[src/hdl/io_pkg.sv]
package io_pkg;

	typedef logic [2:0] io_size_t;    // 1, 2 or 4 bytes

	typedef union packed {
		logic [31:0] raw;
		struct packed {
			logic [15:0] unused;
			logic [7:0]  syscfg_key;
			logic [7:0]  syscfg_value;
		} cmd;
	} io_data_u;

	typedef struct packed {
		logic [15:0] addr;
		logic        write;
		io_size_t    size;
		io_data_u    wdata;
	} io_req_t;

	typedef struct packed {
		logic [31:0] rdata;
		logic        write;    // echoed from request
		logic        wide;     // came from a 32-bit device
	} io_resp_t;

	typedef struct packed {
		logic hdd0;
		logic hdd1;
		logic floppy;
		logic dma;
		logic pic;
		logic pit;
		logic ps2;
		logic rtc;
		logic sound;
		logic uart;
		logic vga;
		logic joy;
	} dev_sel_t;

	typedef struct packed {
		logic [31:0] hdd0;
		logic [31:0] hdd1;
		logic [7:0]  floppy;
		logic [7:0]  dma;
		logic [7:0]  pic;
		logic [7:0]  pit;
		logic [7:0]  ps2;
		logic [7:0]  rtc;
		logic [7:0]  sound;
		logic [7:0]  uart;
		logic [7:0]  vga;
		logic [7:0]  joy;
	} dev_rdata_t;

	typedef struct packed {
		logic [15:0] base;
		logic [3:0]  ign;    // low address bits ignored
	} port_range_t;

	localparam port_range_t PORT_HDD0       = '{16'h01F0, 4'd3};
	localparam port_range_t PORT_HDD0_ALT   = '{16'h03F6, 4'd0};
	localparam port_range_t PORT_HDD1       = '{16'h0170, 4'd3};
	localparam port_range_t PORT_HDD1_ALT   = '{16'h0376, 4'd0};
	localparam port_range_t PORT_FLOPPY     = '{16'h03F0, 4'd3};
	localparam port_range_t PORT_DMA_MASTER = '{16'h00C0, 4'd5};
	localparam port_range_t PORT_DMA_PAGE   = '{16'h0080, 4'd4};
	localparam port_range_t PORT_DMA_SLAVE  = '{16'h0000, 4'd4};
	localparam port_range_t PORT_PIC_MASTER = '{16'h0020, 4'd1};
	localparam port_range_t PORT_PIC_SLAVE  = '{16'h00A0, 4'd1};
	localparam port_range_t PORT_PIT        = '{16'h0040, 4'd2};
	localparam port_range_t PORT_PIT_ALT    = '{16'h0061, 4'd0};
	localparam port_range_t PORT_PS2_IO     = '{16'h0060, 4'd3};
	localparam port_range_t PORT_PS2_CTL    = '{16'h0090, 4'd4};
	localparam port_range_t PORT_RTC        = '{16'h0070, 4'd1};
	localparam port_range_t PORT_FM         = '{16'h0388, 4'd2};
	localparam port_range_t PORT_SB         = '{16'h0220, 4'd4};
	localparam port_range_t PORT_UART       = '{16'h03F8, 4'd3};
	localparam port_range_t PORT_MPU        = '{16'h0330, 4'd1};
	localparam port_range_t PORT_VGA_B      = '{16'h03B0, 4'd4};
	localparam port_range_t PORT_VGA_C      = '{16'h03C0, 4'd4};
	localparam port_range_t PORT_VGA_D      = '{16'h03D0, 4'd4};
	localparam port_range_t PORT_JOY        = '{16'h0201, 4'd0};

	localparam logic [15:0] SYSCFG_PORT   = 16'h8888;
	localparam logic [7:0]  SYSCFG_KEY    = 8'hA1;
	localparam logic [7:0]  SYSCFG_RESET  = 8'hA2;
	localparam logic [7:0]  UNMAPPED_BYTE = 8'hFF;

endpackage

[src/hdl/io_req_queue.sv]
`timescale 1ns/100ps

module io_req_queue import io_pkg::*; #(
	parameter int QUEUE_DEPTH = 4
) (
	input  logic    clk_sys,
	input  logic    reset,

	input  logic    req_valid,
	input  io_req_t req,
	output logic    req_credit,

	output logic    q_valid,
	output io_req_t q_head,
	input  logic    q_pop
);

	localparam int PTR_W = (QUEUE_DEPTH > 1) ? $clog2(QUEUE_DEPTH) : 1;
	localparam int CNT_W = $clog2(QUEUE_DEPTH + 1);
	localparam logic [PTR_W-1:0] LAST = PTR_W'(QUEUE_DEPTH - 1);

	io_req_t          mem [QUEUE_DEPTH];
	logic [PTR_W-1:0] wr_ptr;
	logic [PTR_W-1:0] rd_ptr;
	logic [CNT_W-1:0] count;
	logic             pop;

	assign q_valid    = (count != '0);
	assign q_head     = mem[rd_ptr];
	assign pop        = q_pop & q_valid;
	assign req_credit = pop;    // freed entry goes straight back

	always_ff @(posedge clk_sys) begin
		if (req_valid) begin
			mem[wr_ptr] <= req;
		end
	end

	always_ff @(posedge clk_sys) begin
		if (reset) begin
			wr_ptr <= '0;
			rd_ptr <= '0;
			count  <= '0;
		end else begin
			if (req_valid) begin
				wr_ptr <= (wr_ptr == LAST) ? '0 : wr_ptr + 1'b1;
			end
			if (pop) begin
				rd_ptr <= (rd_ptr == LAST) ? '0 : rd_ptr + 1'b1;
			end
			count <= count + CNT_W'(req_valid) - CNT_W'(pop);    // requester holds a credit
		end
	end

endmodule

[src/hdl/port_decoder.sv]
`timescale 1ns/100ps

module port_decoder import io_pkg::*; #(
	parameter int RESP_CREDITS = 2
) (
	input  logic     clk_sys,
	input  logic     reset,

	input  logic     q_valid,
	input  io_req_t  q_head,
	output logic     q_pop,

	input  logic     resp_credit,

	output logic     dec_valid,
	output io_req_t  dec_req,
	output dev_sel_t dec_sel,
	output logic     dec_sysctl,
	output logic     dec_wide
);

	localparam int CW = $clog2(RESP_CREDITS + 1);

	logic [CW-1:0] credits;
	logic [15:0]   addr;
	dev_sel_t      sel;

	function automatic logic port_hit(input logic [15:0] a, input port_range_t p);
		return (a >> p.ign) == (p.base >> p.ign);
	endfunction

	assign q_pop = q_valid && (credits != '0);
	assign addr  = q_head.addr;

	always_ff @(posedge clk_sys) begin
		if (reset) begin
			credits <= CW'(RESP_CREDITS);
		end else begin
			case ({q_pop, resp_credit})
				2'b10:   credits <= credits - 1'b1;
				2'b01:   credits <= credits + 1'b1;
				default: credits <= credits;
			endcase
		end
	end

	// disk wins over floppy and pit over ps2 where ranges overlap
	always_comb begin
		sel        = '0;
		sel.hdd0   = port_hit(addr, PORT_HDD0) | port_hit(addr, PORT_HDD0_ALT);
		sel.hdd1   = port_hit(addr, PORT_HDD1) | port_hit(addr, PORT_HDD1_ALT);
		sel.floppy = port_hit(addr, PORT_FLOPPY) & ~sel.hdd0;
		sel.dma    = port_hit(addr, PORT_DMA_MASTER) | port_hit(addr, PORT_DMA_PAGE)
		           | port_hit(addr, PORT_DMA_SLAVE);
		sel.pic    = port_hit(addr, PORT_PIC_MASTER) | port_hit(addr, PORT_PIC_SLAVE);
		sel.pit    = port_hit(addr, PORT_PIT) | port_hit(addr, PORT_PIT_ALT);
		sel.ps2    = (port_hit(addr, PORT_PS2_IO) | port_hit(addr, PORT_PS2_CTL)) & ~sel.pit;
		sel.rtc    = port_hit(addr, PORT_RTC);
		sel.sound  = port_hit(addr, PORT_SB) | port_hit(addr, PORT_FM);
		sel.uart   = port_hit(addr, PORT_UART) | port_hit(addr, PORT_MPU);
		sel.vga    = port_hit(addr, PORT_VGA_B) | port_hit(addr, PORT_VGA_C)
		           | port_hit(addr, PORT_VGA_D);
		sel.joy    = port_hit(addr, PORT_JOY);
	end

	always_ff @(posedge clk_sys) begin
		if (reset) begin
			dec_valid <= 1'b0;
		end else begin
			dec_valid <= q_pop;
		end
	end

	always_ff @(posedge clk_sys) begin
		if (q_pop) begin
			dec_req    <= q_head;
			dec_sel    <= sel;
			dec_sysctl <= (addr == SYSCFG_PORT);
			dec_wide   <= ((sel.hdd0 | sel.hdd1) & ~addr[9]) | (addr == SYSCFG_PORT);    // data port
		end
	end

endmodule

[src/hdl/syscfg_port.sv]
`timescale 1ns/100ps

module syscfg_port import io_pkg::*; (
	input  logic       clk_sys,
	input  logic       reset,

	input  logic       dec_valid,
	input  io_req_t    dec_req,
	input  dev_sel_t   dec_sel,
	input  logic       dec_sysctl,

	output logic [7:0] syscfg
);

	logic in_reset;
	logic disk_hit;
	logic cfg_write;

	assign disk_hit  = dec_sel.hdd0 | dec_sel.hdd1 | dec_sel.floppy;
	assign cfg_write = dec_sysctl && dec_req.write && (dec_req.size == 3'd2)
	                && (dec_req.wdata.cmd.syscfg_key == SYSCFG_KEY);

	always_ff @(posedge clk_sys) begin
		if (reset) begin
			syscfg   <= SYSCFG_RESET;
			in_reset <= 1'b1;
		end else if (dec_valid) begin
			if (disk_hit && in_reset) begin
				syscfg   <= 8'h00;    // boot reached the disks
				in_reset <= 1'b0;
			end else if (cfg_write) begin
				syscfg   <= dec_req.wdata.cmd.syscfg_value;
				in_reset <= 1'b0;
			end
		end
	end

endmodule

[src/hdl/io_resp_merge.sv]
`timescale 1ns/100ps

module io_resp_merge import io_pkg::*; (
	input  logic       clk_sys,
	input  logic       reset,

	input  logic       dec_valid,
	input  io_req_t    dec_req,
	input  dev_sel_t   dec_sel,
	input  logic       dec_wide,
	input  dev_rdata_t dev_rdata,

	output logic       resp_valid,
	output io_resp_t   resp
);

	logic [7:0]  rdata8;
	logic [31:0] rdata;

	always_comb begin
		if (dec_sel.hdd0)        rdata8 = dev_rdata.hdd0[7:0];
		else if (dec_sel.hdd1)   rdata8 = dev_rdata.hdd1[7:0];
		else if (dec_sel.floppy) rdata8 = dev_rdata.floppy;
		else if (dec_sel.dma)    rdata8 = dev_rdata.dma;
		else if (dec_sel.pic)    rdata8 = dev_rdata.pic;
		else if (dec_sel.pit)    rdata8 = dev_rdata.pit;
		else if (dec_sel.ps2)    rdata8 = dev_rdata.ps2;
		else if (dec_sel.rtc)    rdata8 = dev_rdata.rtc;
		else if (dec_sel.sound)  rdata8 = dev_rdata.sound;
		else if (dec_sel.uart)   rdata8 = dev_rdata.uart;
		else if (dec_sel.vga)    rdata8 = dev_rdata.vga;
		else if (dec_sel.joy)    rdata8 = dev_rdata.joy;
		else                     rdata8 = UNMAPPED_BYTE;    // also sysctl
	end

	always_comb begin
		if (dec_req.write)
			rdata = 32'h0;
		else if (dec_wide && dec_sel.hdd0)
			rdata = dev_rdata.hdd0;
		else if (dec_wide && dec_sel.hdd1)
			rdata = dev_rdata.hdd1;
		else
			rdata = {24'h0, rdata8};
	end

	always_ff @(posedge clk_sys) begin
		if (reset) begin
			resp_valid <= 1'b0;
		end else begin
			resp_valid <= dec_valid;    // credits guarantee room downstream
		end
	end

	always_ff @(posedge clk_sys) begin
		if (dec_valid) begin
			resp.rdata <= rdata;
			resp.write <= dec_req.write;
			resp.wide  <= dec_wide;
		end
	end

endmodule

[src/hdl/io_fabric.sv]
`timescale 1ns/100ps

module io_fabric import io_pkg::*; #(
	parameter int QUEUE_DEPTH  = 4,
	parameter int RESP_CREDITS = 2
) (
	input  logic       clk_sys,
	input  logic       reset,

	input  logic       req_valid,
	input  io_req_t    req,
	output logic       req_credit,

	output logic       resp_valid,
	output io_resp_t   resp,
	input  logic       resp_credit,

	input  dev_rdata_t dev_rdata,
	output logic [7:0] syscfg
);

	logic     q_valid;
	io_req_t  q_head;
	logic     q_pop;
	logic     dec_valid;
	io_req_t  dec_req;
	dev_sel_t dec_sel;
	logic     dec_sysctl;
	logic     dec_wide;

	io_req_queue #(.QUEUE_DEPTH(QUEUE_DEPTH)) io_req_queue_i (
		.clk_sys    (clk_sys),
		.reset      (reset),
		.req_valid  (req_valid),
		.req        (req),
		.req_credit (req_credit),
		.q_valid    (q_valid),
		.q_head     (q_head),
		.q_pop      (q_pop)
	);

	port_decoder #(.RESP_CREDITS(RESP_CREDITS)) port_decoder_i (
		.clk_sys     (clk_sys),
		.reset       (reset),
		.q_valid     (q_valid),
		.q_head      (q_head),
		.q_pop       (q_pop),
		.resp_credit (resp_credit),
		.dec_valid   (dec_valid),
		.dec_req     (dec_req),
		.dec_sel     (dec_sel),
		.dec_sysctl  (dec_sysctl),
		.dec_wide    (dec_wide)
	);

	syscfg_port syscfg_port_i (
		.clk_sys    (clk_sys),
		.reset      (reset),
		.dec_valid  (dec_valid),
		.dec_req    (dec_req),
		.dec_sel    (dec_sel),
		.dec_sysctl (dec_sysctl),
		.syscfg     (syscfg)
	);

	io_resp_merge io_resp_merge_i (
		.clk_sys    (clk_sys),
		.reset      (reset),
		.dec_valid  (dec_valid),
		.dec_req    (dec_req),
		.dec_sel    (dec_sel),
		.dec_wide   (dec_wide),
		.dev_rdata  (dev_rdata),
		.resp_valid (resp_valid),
		.resp       (resp)
	);

endmodule

[config.mk]
export PLATFORM = sky130hd
export DESIGN_NAME = io_fabric
export DESIGN_NICKNAME = d
export VERILOG_FILES = /design/src/hdl/io_pkg.sv /design/src/hdl/io_req_queue.sv /design/src/hdl/port_decoder.sv /design/src/hdl/syscfg_port.sv /design/src/hdl/io_resp_merge.sv /design/src/hdl/io_fabric.sv
export SDC_FILE = /design/constraint.sdc
export NUM_CORES = 1
export LEC_CHECK = 0
export BUFFER_PORTS_ARGS = -buffer_cell sky130_fd_sc_hd__buf_2
export CAP_MARGIN = 10
export CORE_MARGIN = 2
export CORE_UTILIZATION = 53
export DETAILED_ROUTE_END_ITERATION = 16
export GPL_TIMING_DRIVEN = 0
export PLACE_DENSITY = 0.79
export SYNTH_ARGS = -nofsm -noshare
export SYNTH_HDL_FRONTEND = slang
export SYNTH_SLANG_ARGS = --single-unit
[constraint.sdc]
create_clock -name clk_sys -period 3.8 [get_ports clk_sys]
set_input_delay 0.38 -clock clk_sys [delete_from_list [all_inputs] [get_ports clk_sys]]
set_output_delay 0.38 -clock clk_sys [all_outputs]
set_load 0.02 [all_outputs]
==> metrics.txt <==
clock slew at the register clock pins of the worst setup and hold paths=60 ps; clock tree sinks=234; largest fanout on the critical path=37; Worst Reg2Reg Path Length in Cells=10; slew at the pin closest to its max-slew limit=962 ps; grt total ovfl=0; filler instances=1341; met3 track demand over resource=0.0414; total nets after synthesis=867; largest net degree at the start of global routing=38; RePlAce Congestion=0.934; met2 track demand over resource=0.415; global-route usage over all layers=0.230; result of the run=completed; Site Rows=50; CTS buffer count=24; Worst Clk Skew=12.7 ps; kind of end point of the critical path=flop; vias post-DR=6669; Req. time, crit path=4180 ps; CTS Buffer Depth=3; core region area=0.0185 mm2; Setup Total Neg Slack=0 ps; global routing's busiest layer=met2; DR WL/cell=20.2 um; net count of the finished layout=1125; count of mapped cells out of synthesis=658; Min Clock Period, post-route=3200 ps; final instance area=0.0122 mm2; WHS Path Cells=1; Crit Reg-Reg Endpoint=io_req_queue_i.count[2]$_SDFF_PP0_; share of cells above drive strength 1=0.337; Placed Instances=1123; clk_lat worst skew=510 ps; Max Freq=312 MHz; relative slew slack=0.359; r2r startpoint=io_req_queue_i.count[1]$_SDFF_PP0_; multi-input combinational cell area=0.00285 mm2; reported leakage power=4.54 nW; met1 global-route usage=0.279; worst min path class=input pin to flop; Max VDD drop=0.000386 V; number of enable flip-flop cells after synthesis=212; Top-Level Pins=244; synthesis warning total=0; most instantiated flip-flop cell in the synthesis netlist=sky130_fd_sc_hd__edfxtp_1; Util after Layout=0.660; via-per-instance ratio=5.70; hold buffer count at CTS=0; storage element area=0.00681 mm2; count of unresolved DRC violations after routing=0; RSZ-0062 raised after global routing=false; post-detailed-placement cell area=0.0114 mm2; Die Height=141 um; first-pass GRT wire length=35300 um; initial antenna violation count=8; DRT iter0 DRCs=423; combined area of all synthesized cells=0.00991 mm2; full die area=0.0198 mm2; minimum hold slack=86.7 ps; effective utilization at floorplan=0.535; number of buffers inserted to repair setup after CTS=0; sequential area share after synthesis=0.687; Setup-failing EPs final=0; Chip Width=141 um; critical path type=flop to flop; power density normalized to cell area=714 mW/mm2; MaxCap Viol Count=0; register-to-register path setup slack=600 ps; Avg Cell Area, Syn=15.1 um2; DP Wirelength=16800 um; filler-free cell count of the finished design=1171; endpoint of the worst hold-timing path=io_req_queue_i.mem[3][1]$_DFFE_PP_; number of slew-limit violations in the final report=0; final period utilization=0.843; H-tree depth=1; residual antenna-violating net count after detailed routing=0; Worst Hold Launch=req[1]; post-synthesis cell type count=59; flip-flop and latch count after synthesis=234; number of global-route vias before repair=6572; data arrival at the endpoint of the critical path=3580 ps; drt pass-1 iters=5; CTS tree=yes; PortBufs=227; final hold violation count=0; clock tree root driver cell=sky130_fd_sc_hd__clkbuf_16; Area growth, synth to finish=23.2%; DRT Wirelength=23600 um; kind of start point of the critical path=flop; proportion of register bits with asynchronous set or reset after synthesis=0; post-cts gate resize count=0
-- where the power goes --
part | leakage, nW | switching (mW) | internal, mW
registers | 2.17 | 0.252 | 3.42
logic | 2.01 | 1.69 | 1.10
clock network | 0.364 | 0.908 | 1.35
-- layout make-up --
class	instances	area share
sequential	234	0.557
clock inverter	11	0.00840
tap	234	0.0240
buffer	35	0.0118
multi-input combinational	359	0.234
antenna	6	0.00123
clock buffer	30	0.0536
timing repair buffer	232	0.101
inverter	30	0.00922
-- cell usage in the layout (no fill, tap or decap), types with 5 or more instances in the layout --
| cell | netlist | final |
|---|---|---|
| sky130_fd_sc_hd__dfxtp_1 | 22 | 21 |
| sky130_fd_sc_hd__nor2_1 | 58 | 58 |
| sky130_fd_sc_hd__mux4_2 | 31 | 31 |
| sky130_fd_sc_hd__mux2i_1 | 9 | 9 |
| sky130_fd_sc_hd__o311ai_0 | 6 | 6 |
| sky130_fd_sc_hd__inv_1 | 30 | 29 |
| sky130_fd_sc_hd__o221ai_1 | 5 | 5 |
| sky130_fd_sc_hd__a22oi_1 | 24 | 24 |
| sky130_fd_sc_hd__nand2b_1 | 6 | 6 |
| sky130_fd_sc_hd__nand2_1 | 22 | 22 |
| sky130_fd_sc_hd__clkbuf_16 | 0 | 25 |
| sky130_fd_sc_hd__clkbuf_1 | 29 | 33 |
| sky130_fd_sc_hd__nand3_1 | 6 | 6 |
| sky130_fd_sc_hd__a21oi_1 | 27 | 27 |
| sky130_fd_sc_hd__nor3_1 | 20 | 20 |
| sky130_fd_sc_hd__ha_1 | 8 | 8 |
| sky130_fd_sc_hd__edfxtp_1 | 212 | 212 |
| sky130_fd_sc_hd__and2_1 | 10 | 6 |
| sky130_fd_sc_hd__a21boi_0 | 5 | 5 |
| sky130_fd_sc_hd__a221oi_1 | 19 | 19 |
| sky130_fd_sc_hd__nor2b_1 | 31 | 31 |
| sky130_fd_sc_hd__buf_2 | 4 | 231 |
| sky130_fd_sc_hd__diode_2 | 0 | 6 |
| sky130_fd_sc_hd__clkinv_1 | 0 | 7 |
-- synthesized netlist by cell type (5+ instances only) --
library cell               count  share of area
sky130_fd_sc_hd__edfxtp_1    212           0.64
sky130_fd_sc_hd__nor2_1       58          0.022
sky130_fd_sc_hd__mux4_2       31          0.070
sky130_fd_sc_hd__nor2b_1      31          0.020
sky130_fd_sc_hd__inv_1        30          0.011
sky130_fd_sc_hd__clkbuf_1     29          0.011
sky130_fd_sc_hd__a21oi_1      27          0.014
sky130_fd_sc_hd__a22oi_1      24          0.018
sky130_fd_sc_hd__dfxtp_1      22          0.044
sky130_fd_sc_hd__nand2_1      22         0.0083
sky130_fd_sc_hd__nor3_1       20          0.010
sky130_fd_sc_hd__a221oi_1     19          0.017
sky130_fd_sc_hd__and2_1       10         0.0063
sky130_fd_sc_hd__mux2i_1       9         0.0091
sky130_fd_sc_hd__ha_1          8          0.010
sky130_fd_sc_hd__nand2b_1      6         0.0038
sky130_fd_sc_hd__nand3_1       6         0.0030
sky130_fd_sc_hd__o311ai_0      6         0.0053
sky130_fd_sc_hd__a21boi_0      5         0.0038
sky130_fd_sc_hd__o221ai_1      5         0.0044
-- worst max-delay path by stage --
stage                                         endpoint                               start  slack [ps]
finish              io_req_queue_i.count[2]$_SDFF_PP0_  io_req_queue_i.count[1]$_SDFF_PP0_         600
CTS                 io_req_queue_i.count[2]$_SDFF_PP0_  io_req_queue_i.count[1]$_SDFF_PP0_         540
floorplan           io_req_queue_i.count[2]$_SDFF_PP0_  io_req_queue_i.count[1]$_SDFF_PP0_         710
global route        io_req_queue_i.count[2]$_SDFF_PP0_  io_req_queue_i.count[1]$_SDFF_PP0_         330
global placement    io_req_queue_i.count[2]$_SDFF_PP0_  io_req_queue_i.count[1]$_SDFF_PP0_         290
detailed placement  io_req_queue_i.count[2]$_SDFF_PP0_  io_req_queue_i.count[1]$_SDFF_PP0_         560
-- flip-flops by register name, summed over array words and instances, names as in the netlist, 2 cells and up, named ones only --
register and flops:
port_decoder_i.dec_sel 12, port_decoder_i.dec_req 20, port_decoder_i.credits 2, io_req_queue_i.count 3
io_req_queue_i.mem 144, io_req_queue_i.rd_ptr 2, io_resp_merge_i.resp 34, syscfg_port_i.syscfg 8
io_req_queue_i.wr_ptr 2
-- per-stage QoR --
step / power (mW) / worst slack (ps)
2_1_floorplan: 5.61 / 709
3_3_place_gp: 6.43 / 295
3_5_place_dp: 6.50 / 556
4_1_cts: 8.77 / 542
5_1_grt: 9.18 / 331
6_report: 8.72 / 598
-- critical path, cell delays in order, from the launching register on --
cell,delay [ps]
sky130_fd_sc_hd__dfxtp_1,350
sky130_fd_sc_hd__o32ai_1,730
sky130_fd_sc_hd__inv_2,570
sky130_fd_sc_hd__ha_1,440
sky130_fd_sc_hd__inv_1,50
sky130_fd_sc_hd__ha_1,120
sky130_fd_sc_hd__inv_1,50
sky130_fd_sc_hd__fa_1,400
sky130_fd_sc_hd__xor2_1,170
sky130_fd_sc_hd__xnor2_1,130
sky130_fd_sc_hd__nor2_1,50
-- per-layer routing --
layer | share of wire | up-vias
li1 | - | 3106
met1 | 0.37 | 3201
met2 | 0.52 | 315
met3 | 0.074 | 45
met4 | 0.031 | 2
met5 | 0.00055 | -
-- logic make-up after synthesis --
group / Yosys count / share of synthesized area
flops: 234 / 0.687
xor+xnor: 4 / 0.00354
buf+inv: 65 / 0.0259
mux: 45 / 0.0867
simple gates: 176 / 0.0909
fa+ha+maj: 9 / 0.0121
compound gates: 125 / 0.0942
(Power assumes the default switching activity.)
